[src/lc3_pkg.sv]
/*
 * shared definitions for the LC-3 core
 * word and register index types, opcodes, FSM states
 * datapath selector encodings, instruction field positions, reset values
 */
package lc3_pkg;

    ////////////////////////////////////////////////////////////
    // widths
    localparam int WORD_W   = 16;
    localparam int NUM_REGS = 8;
    localparam int IMM5_W   = 5;
    localparam int OFF6_W   = 6;
    localparam int OFF9_W   = 9;
    localparam int OFF11_W  = 11;

    typedef logic [WORD_W-1:0]           word_t;
    typedef logic [$clog2(NUM_REGS)-1:0] reg_idx_t;

    ////////////////////////////////////////////////////////////
    // instruction field positions, lsb of each field
    localparam int OPC_LSB = 12;
    localparam int DR_LSB  = 9;
    localparam int SR1_LSB = 6;
    localparam int SR2_LSB = 0;
    // nzp mask of BR shares bits with dr
    localparam int NZP_LSB = 9;
    // immediate form of ADD/AND
    localparam int IMM_BIT = 5;
    // 1 for JSR, 0 for JSRR
    localparam int JSR_BIT = 11;

    typedef enum logic [3:0] {
        OP_BR  = 4'b0000,
        OP_ADD = 4'b0001,
        OP_LD  = 4'b0010,
        OP_ST  = 4'b0011,
        OP_JSR = 4'b0100,
        OP_AND = 4'b0101,
        OP_LDR = 4'b0110,
        OP_STR = 4'b0111,
        OP_NOT = 4'b1001,
        OP_JMP = 4'b1100,
        OP_LEA = 4'b1110
    } opcode_t;

    ////////////////////////////////////////////////////////////
    // control FSM and datapath selectors
    typedef enum logic [2:0] {
        S_FETCH,
        S_FETCH_WAIT,
        S_DECODE,
        S_EXEC,
        S_MEM_WAIT,
        S_LOAD_WB,
        S_STORE
    } state_t;

    // pass forwards the address adder, used by LEA
    typedef enum logic [1:0] {ALU_ADD, ALU_AND, ALU_NOT, ALU_PASS} alu_op_t;
    typedef enum logic [1:0] {ADDR_PC, ADDR_BASE} addr_sel_t;
    typedef enum logic [1:0] {OFF_ZERO, OFF_6, OFF_9, OFF_11} off_sel_t;
    // register write source
    typedef enum logic {WB_ALU, WB_MEM} wb_sel_t;

    // reset values
    localparam word_t      RESET_PC = 16'h0000;
    // n z p order, z set out of reset
    localparam logic [2:0] RESET_CC = 3'b010;
    localparam reg_idx_t   LINK_REG = 3'd7;

endpackage

[src/lc3_ctrl_if.sv]
/*
 * control bus between the FSM and the datapath
 * strobes and selectors one way, decoded instruction flags back
 */
`timescale 1ns/100ps

interface lc3_ctrl_if;
    import lc3_pkg::*;

    // strobes from the FSM
    logic      load_ir;
    logic      pc_inc;
    logic      pc_load;
    logic      mar_load;
    logic      mdr_load;
    logic      write_enable;
    logic      reg_write;
    wb_sel_t   wb_sel;
    alu_op_t   alu_op;
    addr_sel_t addr_sel;
    off_sel_t  off_sel;
    // JSR/JSRR return address write
    logic      link;

    // fields from the instruction register
    opcode_t   opcode;
    logic      imm_sw;
    logic      jsr_sw;
    logic      branch_taken;

    modport control (
        output load_ir, pc_inc, pc_load, mar_load, mdr_load, write_enable,
        output reg_write, wb_sel, alu_op, addr_sel, off_sel, link,
        input  opcode, imm_sw, jsr_sw, branch_taken
    );

    modport datapath (
        input  load_ir, pc_inc, pc_load, mar_load, mdr_load,
        input  reg_write, wb_sel, alu_op, addr_sel, off_sel, link,
        output opcode, imm_sw, jsr_sw, branch_taken
    );
endinterface

[src/lc3_reg_if.sv]
/*
 * register file ports
 * two reads, one write, condition codes and their load strobe
 */
`timescale 1ns/100ps

interface lc3_reg_if;
    import lc3_pkg::*;

    reg_idx_t sr1;
    reg_idx_t sr2;
    reg_idx_t dr;
    word_t    wdata;
    logic     reg_write;
    logic     flags_load;
    word_t    rd1;
    word_t    rd2;
    logic     cc_n;
    logic     cc_z;
    logic     cc_p;

    modport datapath (
        output sr1, sr2, dr, wdata, reg_write,
        input  rd1, rd2, cc_n, cc_z, cc_p
    );
    modport regfile (
        input  sr1, sr2, dr, wdata, reg_write, flags_load,
        output rd1, rd2, cc_n, cc_z, cc_p
    );
    modport control (output flags_load);
endinterface

[src/lc3_regfile.sv]
/*
 * general register file R0..R7
 * two combinational reads, one clocked write, n/z/p flags
 */
`timescale 1ns/100ps

module lc3_regfile (
    input logic         clk,
    input logic         arst_n,
    lc3_reg_if.regfile  regs
);
    import lc3_pkg::*;

    word_t      rf [NUM_REGS];
    // n z p
    logic [2:0] cc;

    // read ports, no bypass of a same-cycle write
    assign regs.rd1 = rf[regs.sr1];
    assign regs.rd2 = rf[regs.sr2];

    assign regs.cc_n = cc[2];
    assign regs.cc_z = cc[1];
    assign regs.cc_p = cc[0];

    always_ff @(posedge clk or negedge arst_n) begin
        if (!arst_n) begin
            rf <= '{default: '0};
        end else if (regs.reg_write) begin
            rf[regs.dr] <= regs.wdata;
        end
    end

    // flags follow the value being written
    always_ff @(posedge clk or negedge arst_n) begin
        if (!arst_n) begin
            cc <= RESET_CC;
        end else if (regs.flags_load) begin
            cc[2] <= regs.wdata[WORD_W-1];
            cc[1] <= (regs.wdata == '0);
            // positive means sign clear and nonzero
            cc[0] <= !regs.wdata[WORD_W-1] && (regs.wdata != '0);
        end
    end

endmodule

[src/lc3_control.sv]
/*
 * multicycle control FSM
 * fetch, wait, decode, then one to three execute states
 * all strobes are decoded from the state and the opcode
 */
`timescale 1ns/100ps

module lc3_control (
    input logic         clk,
    input logic         arst_n,
    lc3_ctrl_if.control ctrl,
    lc3_reg_if.control  regs
);
    import lc3_pkg::*;

    state_t state;
    state_t state_nxt;

    always_ff @(posedge clk or negedge arst_n) begin
        if (!arst_n) begin
            state <= S_FETCH;
        end else begin
            state <= state_nxt;
        end
    end

    always_comb begin
        // idle defaults, nothing written
        ctrl.load_ir      = 1'b0;
        ctrl.pc_inc       = 1'b0;
        ctrl.pc_load      = 1'b0;
        ctrl.mar_load     = 1'b0;
        ctrl.mdr_load     = 1'b0;
        ctrl.write_enable = 1'b0;
        ctrl.reg_write    = 1'b0;
        ctrl.wb_sel       = WB_ALU;
        ctrl.alu_op       = ALU_PASS;
        ctrl.addr_sel     = ADDR_PC;
        ctrl.off_sel      = OFF_ZERO;
        ctrl.link         = 1'b0;
        regs.flags_load   = 1'b0;
        state_nxt         = state;

        case (state)
            ////////////////////////////////////////////////////////////
            // instruction fetch
            S_FETCH: begin
                // adder gives pc + 0 into MAR
                ctrl.mar_load = 1'b1;
                ctrl.pc_inc   = 1'b1;
                state_nxt     = S_FETCH_WAIT;
            end
            S_FETCH_WAIT: begin
                // memory samples MAR at the end of this cycle
                state_nxt = S_DECODE;
            end
            S_DECODE: begin
                ctrl.load_ir = 1'b1;
                state_nxt    = S_EXEC;
            end

            ////////////////////////////////////////////////////////////
            // execute, pc already points past the instruction
            S_EXEC: begin
                state_nxt = S_FETCH;
                case (ctrl.opcode)
                    OP_ADD, OP_AND, OP_NOT: begin
                        ctrl.alu_op = (ctrl.opcode == OP_ADD) ? ALU_ADD :
                                      (ctrl.opcode == OP_AND) ? ALU_AND : ALU_NOT;
                        ctrl.reg_write  = 1'b1;
                        regs.flags_load = 1'b1;
                    end
                    OP_LEA: begin
                        // address passes through the alu
                        ctrl.off_sel    = OFF_9;
                        ctrl.reg_write  = 1'b1;
                        regs.flags_load = 1'b1;
                    end
                    OP_BR: begin
                        ctrl.off_sel = OFF_9;
                        ctrl.pc_load = ctrl.branch_taken;
                    end
                    OP_JMP: begin
                        // RET is JMP R7
                        ctrl.addr_sel = ADDR_BASE;
                        ctrl.pc_load  = 1'b1;
                    end
                    OP_JSR: begin
                        // JSR is pc relative, JSRR jumps to base
                        if (ctrl.jsr_sw) begin
                            ctrl.off_sel = OFF_11;
                        end else begin
                            ctrl.addr_sel = ADDR_BASE;
                        end
                        ctrl.link      = 1'b1;
                        ctrl.reg_write = 1'b1;
                        ctrl.pc_load   = 1'b1;
                    end
                    OP_LD, OP_LDR: begin
                        if (ctrl.opcode == OP_LDR) begin
                            ctrl.addr_sel = ADDR_BASE;
                            ctrl.off_sel  = OFF_6;
                        end else begin
                            ctrl.off_sel = OFF_9;
                        end
                        ctrl.mar_load = 1'b1;
                        state_nxt     = S_MEM_WAIT;
                    end
                    OP_ST, OP_STR: begin
                        if (ctrl.opcode == OP_STR) begin
                            ctrl.addr_sel = ADDR_BASE;
                            ctrl.off_sel  = OFF_6;
                        end else begin
                            ctrl.off_sel = OFF_9;
                        end
                        // source register goes to the write data register
                        ctrl.mar_load = 1'b1;
                        ctrl.mdr_load = 1'b1;
                        state_nxt     = S_STORE;
                    end
                    default: begin
                        // unused opcodes act as no-ops
                        state_nxt = S_FETCH;
                    end
                endcase
            end

            ////////////////////////////////////////////////////////////
            // memory phases of loads and stores
            S_MEM_WAIT: begin
                state_nxt = S_LOAD_WB;
            end
            S_LOAD_WB: begin
                ctrl.wb_sel     = WB_MEM;
                ctrl.reg_write  = 1'b1;
                regs.flags_load = 1'b1;
                state_nxt       = S_FETCH;
            end
            S_STORE: begin
                // single cycle write pulse
                ctrl.write_enable = 1'b1;
                state_nxt         = S_FETCH;
            end
            default: begin
                state_nxt = S_FETCH;
            end
        endcase
    end

endmodule

[src/lc3_datapath.sv]
/*
 * LC-3 datapath
 * PC, IR, MAR, write data register, ALU and address adder
 * field split, sign extension, branch condition
 */
`timescale 1ns/100ps

module lc3_datapath (
    input  logic                clk,
    input  logic                arst_n,
    lc3_ctrl_if.datapath        ctrl,
    lc3_reg_if.datapath         regs,
    input  lc3_pkg::word_t      read_data,
    output lc3_pkg::word_t      addr,
    output lc3_pkg::word_t      write_data
);
    import lc3_pkg::*;

    word_t      pc;
    word_t      ir;
    word_t      mar;
    word_t      mdr;
    word_t      imm5_sx;
    word_t      off6_sx;
    word_t      off9_sx;
    word_t      off11_sx;
    word_t      addr_base;
    word_t      addr_off;
    word_t      addr_sum;
    word_t      alu_b;
    word_t      alu_y;
    logic [2:0] nzp;
    logic       is_store;

    ////////////////////////////////////////////////////////////
    // instruction fields
    assign ctrl.opcode = opcode_t'(ir[OPC_LSB +: $bits(opcode_t)]);
    assign ctrl.imm_sw = ir[IMM_BIT];
    assign ctrl.jsr_sw = ir[JSR_BIT];
    assign nzp         = ir[NZP_LSB +: 3];
    assign is_store    = (ctrl.opcode == OP_ST) || (ctrl.opcode == OP_STR);

    // sign extension
    assign imm5_sx  = {{(WORD_W-IMM5_W){ir[IMM5_W-1]}}, ir[IMM5_W-1:0]};
    assign off6_sx  = {{(WORD_W-OFF6_W){ir[OFF6_W-1]}}, ir[OFF6_W-1:0]};
    assign off9_sx  = {{(WORD_W-OFF9_W){ir[OFF9_W-1]}}, ir[OFF9_W-1:0]};
    assign off11_sx = {{(WORD_W-OFF11_W){ir[OFF11_W-1]}}, ir[OFF11_W-1:0]};

    // register addressing
    // stores read their source from the dr field on port 2
    assign regs.sr1 = ir[SR1_LSB +: $bits(reg_idx_t)];
    assign regs.sr2 = is_store ? ir[DR_LSB +: $bits(reg_idx_t)]
                               : ir[SR2_LSB +: $bits(reg_idx_t)];
    assign regs.dr  = ctrl.link ? LINK_REG : ir[DR_LSB +: $bits(reg_idx_t)];
    assign regs.reg_write = ctrl.reg_write;

    // any set mask bit matching the flags takes the branch
    assign ctrl.branch_taken = |(nzp & {regs.cc_n, regs.cc_z, regs.cc_p});

    ////////////////////////////////////////////////////////////
    // address adder, base plus offset
    assign addr_base = (ctrl.addr_sel == ADDR_BASE) ? regs.rd1 : pc;

    always_comb begin
        case (ctrl.off_sel)
            OFF_6:   addr_off = off6_sx;
            OFF_9:   addr_off = off9_sx;
            OFF_11:  addr_off = off11_sx;
            default: addr_off = '0;
        endcase
    end

    assign addr_sum = addr_base + addr_off;

    // alu, operand b is imm5 or sr2
    assign alu_b = ctrl.imm_sw ? imm5_sx : regs.rd2;

    always_comb begin
        case (ctrl.alu_op)
            ALU_ADD: alu_y = regs.rd1 + alu_b;
            ALU_AND: alu_y = regs.rd1 & alu_b;
            ALU_NOT: alu_y = ~regs.rd1;
            default: alu_y = addr_sum;
        endcase
    end

    // writeback, link takes the pc before the jump
    always_comb begin
        if (ctrl.link) begin
            regs.wdata = pc;
        end else if (ctrl.wb_sel == WB_MEM) begin
            regs.wdata = read_data;
        end else begin
            regs.wdata = alu_y;
        end
    end

    ////////////////////////////////////////////////////////////
    // state registers
    always_ff @(posedge clk or negedge arst_n) begin
        if (!arst_n) begin
            pc  <= RESET_PC;
            mar <= RESET_PC;
        end else begin
            if (ctrl.pc_inc) begin
                pc <= pc + 1'b1;
            end else if (ctrl.pc_load) begin
                pc <= addr_sum;
            end
            if (ctrl.mar_load) begin
                mar <= addr_sum;
            end
        end
    end

    // instruction and store data
    always_ff @(posedge clk) begin
        if (ctrl.load_ir) begin
            ir <= read_data;
        end
        if (ctrl.mdr_load) begin
            mdr <= regs.rd2;
        end
    end

    assign addr       = mar;
    assign write_data = mdr;

endmodule

[src/lc3_core.sv]
/*
 * LC-3 core top level
 * control FSM, datapath and register file on one memory port
 */
`timescale 1ns/100ps

module lc3_core (
    input  logic            clk,
    input  logic            arst_n,
    output lc3_pkg::word_t  addr,
    output logic            write_enable,
    output lc3_pkg::word_t  write_data,
    input  lc3_pkg::word_t  read_data
);

    // internal buses
    lc3_ctrl_if ctrl_bus ();
    lc3_reg_if  reg_bus ();

    lc3_control u_control (
        .clk    (clk),
        .arst_n (arst_n),
        .ctrl   (ctrl_bus.control),
        .regs   (reg_bus.control)
    );

    lc3_datapath u_datapath (
        .clk        (clk),
        .arst_n     (arst_n),
        .ctrl       (ctrl_bus.datapath),
        .regs       (reg_bus.datapath),
        .read_data  (read_data),
        .addr       (addr),
        .write_data (write_data)
    );

    lc3_regfile u_regfile (
        .clk    (clk),
        .arst_n (arst_n),
        .regs   (reg_bus.regfile)
    );

    // write strobe comes straight from the FSM
    assign write_enable = ctrl_bus.write_enable;

endmodule

[config.mk]
export PLATFORM = sky130hd
export DESIGN_NAME = lc3_core
export DESIGN_NICKNAME = d
export VERILOG_FILES = /design/src/lc3_pkg.sv /design/src/lc3_ctrl_if.sv /design/src/lc3_reg_if.sv /design/src/lc3_regfile.sv /design/src/lc3_control.sv /design/src/lc3_datapath.sv /design/src/lc3_core.sv
export SDC_FILE = /design/constraint.sdc
export NUM_CORES = 1
export LEC_CHECK = 0
export ABC_CLOCK_PERIOD_IN_PS = 6500
export CORE_MARGIN = 4
export CORE_UTILIZATION = 55
export CTS_CLUSTER_SIZE = 25
export DETAILED_ROUTE_END_ITERATION = 10
export DONT_BUFFER_PORTS = 1
export PLACE_DENSITY = 0.7
export RECOVER_POWER = 100
export SLEW_MARGIN = 20
export SYNTH_ARGS = -nofsm -noshare
export SYNTH_HDL_FRONTEND = slang
export SYNTH_SLANG_ARGS = --single-unit
[constraint.sdc]
create_clock -name clk -period 6.5 [get_ports clk]
set_clock_uncertainty 0.05 [all_clocks]
set_input_delay 1.3 -clock clk [delete_from_list [all_inputs] [get_ports clk]]
set_output_delay 1.3 -clock clk [all_outputs]
set_load 0.1 [all_outputs]
# Yosys cells after proc, flatten, opt, wreduce, memory -nomap -nowiden
# Index checks and enable logic that the tools add are counted.
[op_classes]
n_addsub = 3
order_cmp = 4
eq_ne = 22
muxes = 51
bitwise_logic = 6
n_reduce_logical = 19
[ops]
columns = ["cell", "n"]
rows = [
  ["$mux W16", 11],
  ["$bwmux W128", 1],
  ["$bmux W16 S3", 2],
  ["$pmux W16 S3", 2],
  ["$demux W16 S3", 1],
  ["$add A16 B16 Y16", 2],
  ["$mux W2", 9],
  ["$add A16 B1 Y16 const B", 1],
  ["$and A16 B16 Y16", 1],
  ["$eq A4 B3 Y1 const B", 4],
  ["$logic_not A16 Y1", 1],
  ["$not A16 Y16", 1],
  ["$pmux W2 S4", 2],
  ["$reduce_bool A16 Y1", 1],
  ["$mux W1", 15],
  ["$pmux W3 S5", 1],
  ["$eq A4 B4 Y1 const B", 3],
  ["$ge A4 B4 Y1 const B", 3],
  ["$not A3 Y4", 3],
  ["$eq A3 B3 Y1 const B", 3],
  ["$eq A4 B2 Y1 const B", 2],
  ["$pmux W1 S2", 4],
  ["$reduce_or A2 Y1", 4],
  ["$reduce_or A4 Y1", 2],
  ["18 further kinds", 26],
]
[totals]
reg_bits = 198
input_bits = 18
output_inout_bits = 33
elab_cells = 119

# Logic depth before layout (Yosys ltp)
# Gate-level depths: netlist of run 1.
[logic_depth]
depth_word = 14
ltp_mapped = 21

# Hierarchy
# A second synthesis of run 1 with hierarchy kept.
[hier_totals]
cells_unflattened = 1028
area_unflattened_um2 = 12678.4
[modules_own_cells]
columns = ["mod", "n_inst", "cells_each", "area_per_inst_um2", "seq_area_each_um2"]
rows = [
  ["lc3_regfile", 1, 410, 7135.6, 3279.4],
  ["lc3_datapath", 1, 565, 5159.9, 1761.7],
  ["lc3_control", 1, 53, 382.9, 75.1],
]

# Worst setup path after synthesis of run 1
# Ideal clock, no wire load.
[synth_timing]
path_kind = "reg-to-reg"
startpoint = "register u_datapath.ir[13]"
endpoint = "register u_regfile.cc[1]"
setup_time_ns = 0.087
t_arrival_ns = 5.705
slack_ns = 0.658
stages_incl_launch_ff = 19
path_buffers = 1
cell_sequence = "edfxtp_1 > and2b_4 > nand2_1 > mux2i_1 > clkbuf_1 > mux4_2 > mux2_2 > mux2_2 > ha_1 > fa_1 > a211oi_1 > o21a_1 > o21ai_0 > a21oi_1 > o21ai_0 > a21oi_1 > a31oi_4 > or4_1 > o31ai_2"
[synth_between]
elab_chain_cells = 13
word_cells_on_any_way = 55
classes_between = "2 x add/sub; 16 x eq/ne; 26 x mux; 2 x bitwise; 9 x reduce/logical"
[synth_lines]
columns = ["item", "line_no", "text"]
rows = [
  ["start: declaration", "lc3_datapath.sv:20", "word_t ir;"],
  ["start signal: assignment", "lc3_datapath.sv:119", "ir <= read_data;"],
  ["$eq A4 B2 Y1 / $eq A4 B3 Y1 (equally long branches)", "lc3_datapath.sv:41", "assign is_store = (ctrl.opcode == OP_ST) || (ctrl.opcode == OP_STR);"],
  ["$logic_or A1 B1 Y1 (*)", "lc3_datapath.sv:41", ""],
  ["$mux W3 (*)", "lc3_datapath.sv:52", "assign regs.sr2 = is_store ? ir[DR_LSB +: $bits(reg_idx_t)]"],
  ["$not A3 Y4 (implied by the code) (*)", "lc3_regfile.sv:20", "assign regs.rd2 = rf[regs.sr2];"],
  ["$bmux W16 S3 (*)", "lc3_regfile.sv:20", ""],
  ["$mux W16 (implied by the code) (*) (2 in series)", "lc3_regfile.sv:20", ""],
  ["net reg_bus.rd2[0]", "lc3_reg_if.sv:17", "word_t rd2;"],
  ["$mux W16 (*)", "lc3_datapath.sv:76", "assign alu_b = ctrl.imm_sw ? imm5_sx : regs.rd2;"],
  ["$add A16 B16 Y16 / $and A16 B16 Y16 (equally long branches)", "lc3_datapath.sv:80, lc3_datapath.sv:81", ""],
  ["$pmux W16 S3 (*)", "lc3_datapath.sv:79", "case (ctrl.alu_op)"],
  ["$mux W16 (*)", "lc3_datapath.sv:91", "end else if (ctrl.wb_sel == WB_MEM) begin"],
  ["$mux W16 (*)", "lc3_datapath.sv:89", "if (ctrl.link) begin"],
  ["$logic_not A16 Y1 (*)", "lc3_regfile.sv:40", "cc[1] <= (regs.wdata == '0);"],
  ["end signal: assignment", "lc3_regfile.sv:40", ""],
  ["end: declaration", "lc3_regfile.sv:16", "logic [2:0] cc;"],
]
# The timed path passes the listed nets; every way through them passes the cells marked *. The select of a mux whose other input is x is not followed.
# A chain may end at the register's enable or synchronous reset.

# Worst setup path after layout of run 1
# Same ends and word-level chain as after synthesis.

==> results of run 1 <==
[cells in the mapped netlist (all sizes together) (4+ instances only)]
cell type | number | area (sq um)
a211oi | 18 | 135
a21o | 8 | 60.1
a21oi | 73 | 369
a221oi | 5 | 43.8
a311oi | 4 | 35.0
a31oi | 16 | 115
and2 | 11 | 68.8
and3 | 9 | 56.3
buf | 18 | 126
clkbuf | 59 | 224
dfrtp | 165 | 4130
edfxtp | 32 | 961
ha | 30 | 375
inv | 17 | 63.8
mux2 | 61 | 687
mux2i | 13 | 130
mux4 | 64 | 1450
nand2 | 255 | 957
nand2b | 8 | 50.1
nand3 | 14 | 70.1
nand3b | 5 | 41.3
nand4 | 7 | 43.8
nor2 | 113 | 432
nor2b | 7 | 43.8
nor3 | 17 | 96.4
nor4 | 4 | 25.0
o2111ai | 5 | 43.8
o211ai | 4 | 30.0
o21a | 9 | 67.6
o21ai | 93 | 465
o221ai | 5 | 43.8
o22ai | 11 | 68.8
o31a | 6 | 52.6
o31ai | 7 | 57.6
or4 | 4 | 30.0
xnor2 | 7 | 61.3
xor2 | 10 | 87.6
[stage by stage]
stage	hold slack [ns]	util (%)
floorplan	0.398	-
global placement	0.415	57.5
detailed placement	0.421	57.5
CTS	0.438	60.1
global route	0.450	59.9
finish	0.442	59.9
[per-layer routing]
metal	wire [um]	GRT usage [%]
met5	0	0
met3	4070	6.56
met4	1630	12.9
met1	14800	43.7
met2	16500	45.2
[final cells by class]
type / count / share of cell area, %
sequential: 198 / 38.9
clock buffer: 19 / 3.37
multi-input combinational: 956 / 51.9
clock inverter: 13 / 1.02
inverter: 18 / 0.514
tap: 280 / 2.66
timing repair buffer: 31 / 1.64
[worst register-to-register path, delay by kind of cell (launching register included)]
family / cells / cell delay, ns
adder cells (fa/ha/maj): 1 / 0.49
multiplexers: 4 / 1.57
buffers and inverters: 1 / 0.29
AND/OR/NAND/NOR: 3 / 1.22
AO/OA/AOI/OAI: 8 / 1.88
flip-flops: 1 / 0.54
[cell families after synthesis]
logic type | Yosys count
DFF | 198
buffers and inverters | 95
adders and majority gates | 35
and+or+nand+nor | 470
muxes | 138
AOI/OAI and AO/OA | 295
xor gates and xnor gates | 18
[worst max-delay path by stage]
| stage | from | end |
|---|---|---|
| floorplan | u_datapath.ir[13]$_DFFE_PN_ | u_regfile.cc[1]$_DFFE_PN1P_ |
| global placement | u_datapath.ir[13]$_DFFE_PN_ | u_regfile.cc[1]$_DFFE_PN1P_ |
| detailed placement | u_datapath.ir[13]$_DFFE_PN_ | u_regfile.cc[1]$_DFFE_PN1P_ |
| CTS | u_datapath.ir[13]$_DFFE_PN_ | u_regfile.cc[1]$_DFFE_PN1P_ |
| global route | u_datapath.ir[13]$_DFFE_PN_ | u_regfile.cc[1]$_DFFE_PN1P_ |
| finish | u_datapath.ir[13]$_DFFE_PN_ | u_regfile.cc[1]$_DFFE_PN1P_ |
[registers in the layout (all words and copies together) (netlist names)]
| name | flops |
|---|---|
| u_control.state | 3 |
| u_datapath.addr | 16 |
| u_datapath.ir | 16 |
| u_datapath.pc | 16 |
| u_datapath.write_data | 16 |
| u_regfile.cc | 3 |
| u_regfile.rf | 128 |
==> qor.yml, run 1 <==
run_status:
  status: "finished, violations left"
  violations: "max-capacitance violations, max-slew violations"
worst_setup_path:
  rr_worst_depth: 17
  path_cells: "and2b_4 -> nand2_1 -> mux2i_4 -> buf_12 -> mux4_2 -> mux2_2 -> mux2_1 -> fa_1 -> a211oi_1 -> o21a_1 -> o21ai_0 -> a21oi_1 -> o21ai_0 -> a21oi_1 -> a31oi_1 -> or4_1 -> o31ai_2"
  crit_path_max_fanout: 30
  path_class: "reg2reg"
  endpoint_kind: "flop"
  crit_buf_inv: 1
  cpLargestDelayFamily: "compound AO/OA/AOI/OAI gates"
  timing.rr.end: "u_regfile.cc[1]$_DFFE_PN1P_"
  r2r_setup_slack_ns: 0.39
  rr_startpoint: "u_datapath.ir[13]$_DFFE_PN_"
  cpPeakStageDelay_ns: 0.64
  setup.worst_path.start_class: "flop"
  crit_slowest_cell: "or4_1"
  cp.arrival_ns: 6.42
  crit_cells: 17
  cp.required_ns: 6.82
clocking:
  cts_tree: "built"
  clock_latency_ns: 0.46
  clk_pin_slew_ns: 0.08
  cts_sinks: 198
  cts-root-buf: "clkbuf_16"
  cts_max_level: 4
  cts_buffers: 17
  cts_max_path_buffers: 2
  postCtsSetupBuffers: 0
  holdBufCountCts: 0
  cts_resized: 0
logic_synthesis:
  synth_ff_type: "dfrtp_1"
  synth_nets: 1299
  synth-edff-count: 32
  muxShareOfSynthArea_pct: 18.4
  synth-warning-count: 0
  synthDistinctLibCells: 86
  synth_top_family_by_area: "multiplexers"
  async_reset_ff_share_pct: 83.8
  synth_simple_gate_area_share_pct: 16.6
  synth_compound_area_share_pct: 15.1
  synthXorXnorAreaFrac_pct: 1.39
  syn_area_sq_um: 12300
  synth_fa_ha_area_share_pct: 3.62
  avgSynthCellArea_sq_um: 9.88
  netlist_instances: 1249
  synth_seq_cells: 198
  synth_seq_area_share_pct: 41.5
global_route:
  grt_overflow: 0
  track_usage_pct: 30.4
  antenna_found_initial: 0
  grt_pass1_wl_um: 57500
  grt_max_degree: 167
  grt_pass1_vias: 9843
sta:
  hold_violations: 0
  final_max_slew_viol_count: 17
  period_share_pct: 93.9
  rsz0062_at_grt: "false"
  fin_ws_ns: 0.394
  fin_crit_ns: 6.11
  fmax_mhz: 164
  setup_tns_ns: 0
  maxSlewHeadroom_pct: -26.1
  finalSetupViolations: 0
  worst_pin_slew_ns: 1.88
die:
  die-area_sq_um: 24900
  rows: 54
  dieWidth_um: 158
  initial_core_util_pct: 56.2
  io_pins: 51
  fp.dieH_um: 158
  core-area_sq_um: 22000
placement:
  dpl.cell_count: 1483
  io_buffers: 0
  dp_hpwl_um: 25400
  gp_congestion: 0.987
  place_ws_ns: 0.605
  dpl_cell_area_sq_um: 12600
finish:
  stdcell_area_sq_um: 13200
  n_fill_cell: 1811
  finalNonFillerCells: 1515
  final_nets: 1272
  seq_area_sq_um: 5120
  multiInputGateArea_sq_um: 6830
  drive_above_1_share_pct: 14.6
  layout_commonest_cell: "nand2_1"
  final_cell_mix: "nand2_1, dfrtp_1, nor2_1"
  antennaDiodeCount: 0
  area_growth_pct: 6.65
hold_path:
  holdCritPathClass: "reg2reg"
  whs_endpoint: "u_regfile.cc[1]$_DFFE_PN1P_"
  hold_start: "u_regfile.cc[1]$_DFFE_PN1P_"
  holdPathStages: 2
job:
  drv_cap: 1
routing:
  initialDrtViolationCount: 1332
  ant_nets: 0
  routedWlPerCell_um: 24.4
  drt_pass1_iterations: 10
  wl_um: 36900
  dr_total_vias: 10300
  routed_via_density: 6.78
  drcViolationCount: 0
Power of run 1 is left out: the tool's default activity adds up to more than one toggle a clock period on the data nets, which glitch-free logic cannot reach.
==> inputs of run 2 (changes only) <==
--- a/config.mk
+++ b/config.mk
@@ -5,13 +5,14 @@
 export SDC_FILE = /design/constraint.sdc
 export NUM_CORES = 1
 export LEC_CHECK = 0
+export ABC_AREA = 1
 export ABC_CLOCK_PERIOD_IN_PS = 6500
 export CORE_MARGIN = 4
-export CORE_UTILIZATION = 55
+export CORE_UTILIZATION = 65
 export CTS_CLUSTER_SIZE = 25
 export DETAILED_ROUTE_END_ITERATION = 10
 export DONT_BUFFER_PORTS = 1
-export PLACE_DENSITY = 0.7
+export PLACE_DENSITY = 0.81
 export RECOVER_POWER = 100
 export SLEW_MARGIN = 20
 export SYNTH_ARGS = -nofsm -noshare
==> run 2 against run 1 <==
The run now ends clean. Highest routed layer is now met5. Wire length grew 11%. Flip-flop and latch count is the same. Non-clock buffer count shrank 10. Critical path type unchanged. Die area shrank 10%. Largest cell class unchanged. Via count grew 25%. Core utilization grew 9.6 points. Register-to-register slack gained 0.23 ns. Design area grew 3.5%.
==> qor.yml, run 2 <==
logic_synthesis:
  synthDistinctLibCells: 56
  netlist_instances: 1848
  synth-edff-count: 32
  synth_seq_cells: 198
  avgSynthCellArea_sq_um: 7.04
  syn_area_sq_um: 13000
  synth_seq_area_share_pct: 39.3
  synth_ff_type: "dfrtp_1"
  synth_top_area_cell: "dfrtp_1"
  yosys-top-cells-area: "dfrtp_1, nand2_1, o21ai_0"
  synth-warning-count: 0
  netlist_top_cells_count: "nand2_1, o21ai_0, inv_1"
  yosys.area.top_type_share_pct: 31.7
  async_reset_ff_share_pct: 83.8
  synth_most_common_cell: "nand2_1"
  synth_nets: 1898
global_route:
  track_usage_pct: 37.6
  antenna_found_initial: 2
  grt_max_degree: 167
  grt_overflow: 0
  grt_pass1_wl_um: 65300
  grt_pass1_vias: 11900
worst_setup_path:
  endpoint_kind: "flop"
  cp.arrival_ns: 6.21
  setup.worst_path.start_class: "flop"
  cp.required_ns: 6.84
  cpPeakStageDelay_ns: 0.71
  r2r_setup_slack_ns: 0.63
  rr_startpoint: "u_datapath.ir[15]$_DFFE_PN_"
  crit_path_max_fanout: 81
  crit_slowest_cell: "buf_4"
  rr_worst_depth: 33
  path_class: "reg2reg"
  timing.rr.end: "u_regfile.cc[1]$_DFFE_PN1P_"
routing:
  ant_nets: 0
  wl_um: 41100
  dr_total_vias: 12800
  initialDrtViolationCount: 1642
  drt_pass1_iterations: 7
  drcViolationCount: 0
  routed_via_density: 6.19
  routedWlPerCell_um: 19.8
sta:
  setup_tns_ns: 0
  fin_ws_ns: 0.626
  worst_pin_slew_ns: 1.20
  maxSlewHeadroom_pct: 20.0
  final_max_slew_viol_count: 0
  fin_crit_ns: 5.87
  fmax_mhz: 170
  hold_violations: 0
  rsz0062_at_grt: "false"
  period_share_pct: 90.4
  finalSetupViolations: 0
placement:
  dpl_cell_area_sq_um: 13100
  dp_hpwl_um: 29500
  io_buffers: 0
  place_ws_ns: 1.11
  gp_congestion: 1.03
job:
  drv_cap: 0
finish:
  top_register: "u_regfile.rf"
  layout_commonest_cell: "nand2_1"
  n_fill_cell: 1736
  stdcell_area_sq_um: 13600
  final_cell_mix: "nand2_1, o21ai_0, inv_1"
  final_nets: 1849
  final_core_util_pct: 69.5
  largest_reg_flops: 128
  drive_above_1_share_pct: 5.91
  area_growth_pct: 4.61
clocking:
  clk_pin_slew_ns: 0.08
  cts_max_level: 4
  cts_tree: "built"
  clock_latency_ns: 0.45
  cts-root-buf: "clkbuf_16"
  cts_buffers: 17
  holdBufCountCts: 0
  cts_sinks: 198
  cts_max_path_buffers: 2
hold_path:
  holdCritPathClass: "reg2reg"
  hold_start: "u_regfile.rf[54]$_DFFE_PN0P_"
  holdPathStages: 2
  whs_endpoint: "u_regfile.rf[54]$_DFFE_PN0P_"
die:
  initial_core_util_pct: 66.4
  core-area_sq_um: 19600
  io_pins: 51
  dieWidth_um: 149
  rows: 51
  fp.dieH_um: 149
  die-area_sq_um: 22300
run_status:
  status: "finished, final reports clean"
## run 2: cell count changes after synthesis, moves of 9 or more
cell / previous run / this run
a211oi_1: 18 / 1
mux2i_1: 13 / 0
and3_1: 9 / 0
nand2_1: 255 / 514
nand3_1: 14 / 131
mux4_2: 61 / 0
inv_1: 16 / 189
inv_2: 1 / 11
a21oi_1: 72 / 129
nor2_1: 112 / 124
o21ai_0: 91 / 268
mux2_2: 60 / 0
nand2_2: 0 / 12
## run 2: cell type report
cell class	instances	area [sq um]	share of cell area, %
Antenna cell	1	2.50	0.0184
Clock buffer	19	443	3.25
Clock inverter	12	113	0.827
Inverter	202	762	5.60
Multi-Input combinational cell	1359	6690	49.1
Sequential cell	198	5120	37.6
Tap cell	265	332	2.44
Timing Repair Buffer	21	159	1.17
## run 2: timing repair
action	in CTS	in global routing
resized for setup	0	1
buffers inserted	0	0
setup endpoints to repair	0	1
## run 2: cell families after synthesis
kind of cell | count (synthesis) | synth area share (%)
and+or+nand+nor | 856 | 28.5
buffers and inverters | 291 | 9.09
DFF | 198 | 39.3
AOI/OAI and AO/OA | 461 | 19.2
adders and majority gates | 32 | 3.19
xor gates and xnor gates | 10 | 0.673
## run 2: how the worst max path moves through the flow
stage | slack [ns] | startpoint | depth (start not counted) | end
finish | 0.63 | u_datapath.ir[15]$_DFFE_PN_ | 33 | u_regfile.cc[1]$_DFFE_PN1P_
global route | 0.15 | u_datapath.ir[15]$_DFFE_PN_ | 33 | u_regfile.cc[1]$_DFFE_PN1P_
CTS | 1.06 | u_datapath.ir[15]$_DFFE_PN_ | 29 | u_regfile.cc[1]$_DFFE_PN1P_
detailed placement | 1.11 | u_datapath.ir[15]$_DFFE_PN_ | 29 | u_regfile.cc[1]$_DFFE_PN1P_
global placement | 1.30 | u_datapath.ir[15]$_DFFE_PN_ | 34 | u_regfile.cc[0]$_DFFE_PN0P_
floorplan | 2.10 | u_datapath.ir[15]$_DFFE_PN_ | 30 | u_regfile.cc[1]$_DFFE_PN1P_
## run 2: metal layers
layer  wire length (um)  track usage (%)  vias to the layer above
met5                 12                0                        -
met4               1960             16.8                        2
met3               4410             8.39                      164
met2              18200             58.1                      713
met1              16500             51.1                     5978
li1                   -                -                     5990
## run 2: worst max-delay path: cells and delay by family, from the launching register on
| kind | cells | cell delay, ns |
|---|---|---|
| simple gates | 22 | 2.39 |
| compound gates | 5 | 1.14 |
| buf+inv | 4 | 0.97 |
| fa+ha+maj | 2 | 0.71 |
| flops | 1 | 0.54 |
## run 2: stage by stage
stage / cells / hold WS [ns]
after detailed placement: 2045 / 0.424
after global placement: 2045 / 0.418
after floorplan: 1848 / 0.397
after global routing: 2076 / 0.445
final: 2077 / 0.438
after CTS: 2076 / 0.437
Power of run 2 is left out for the same reason.
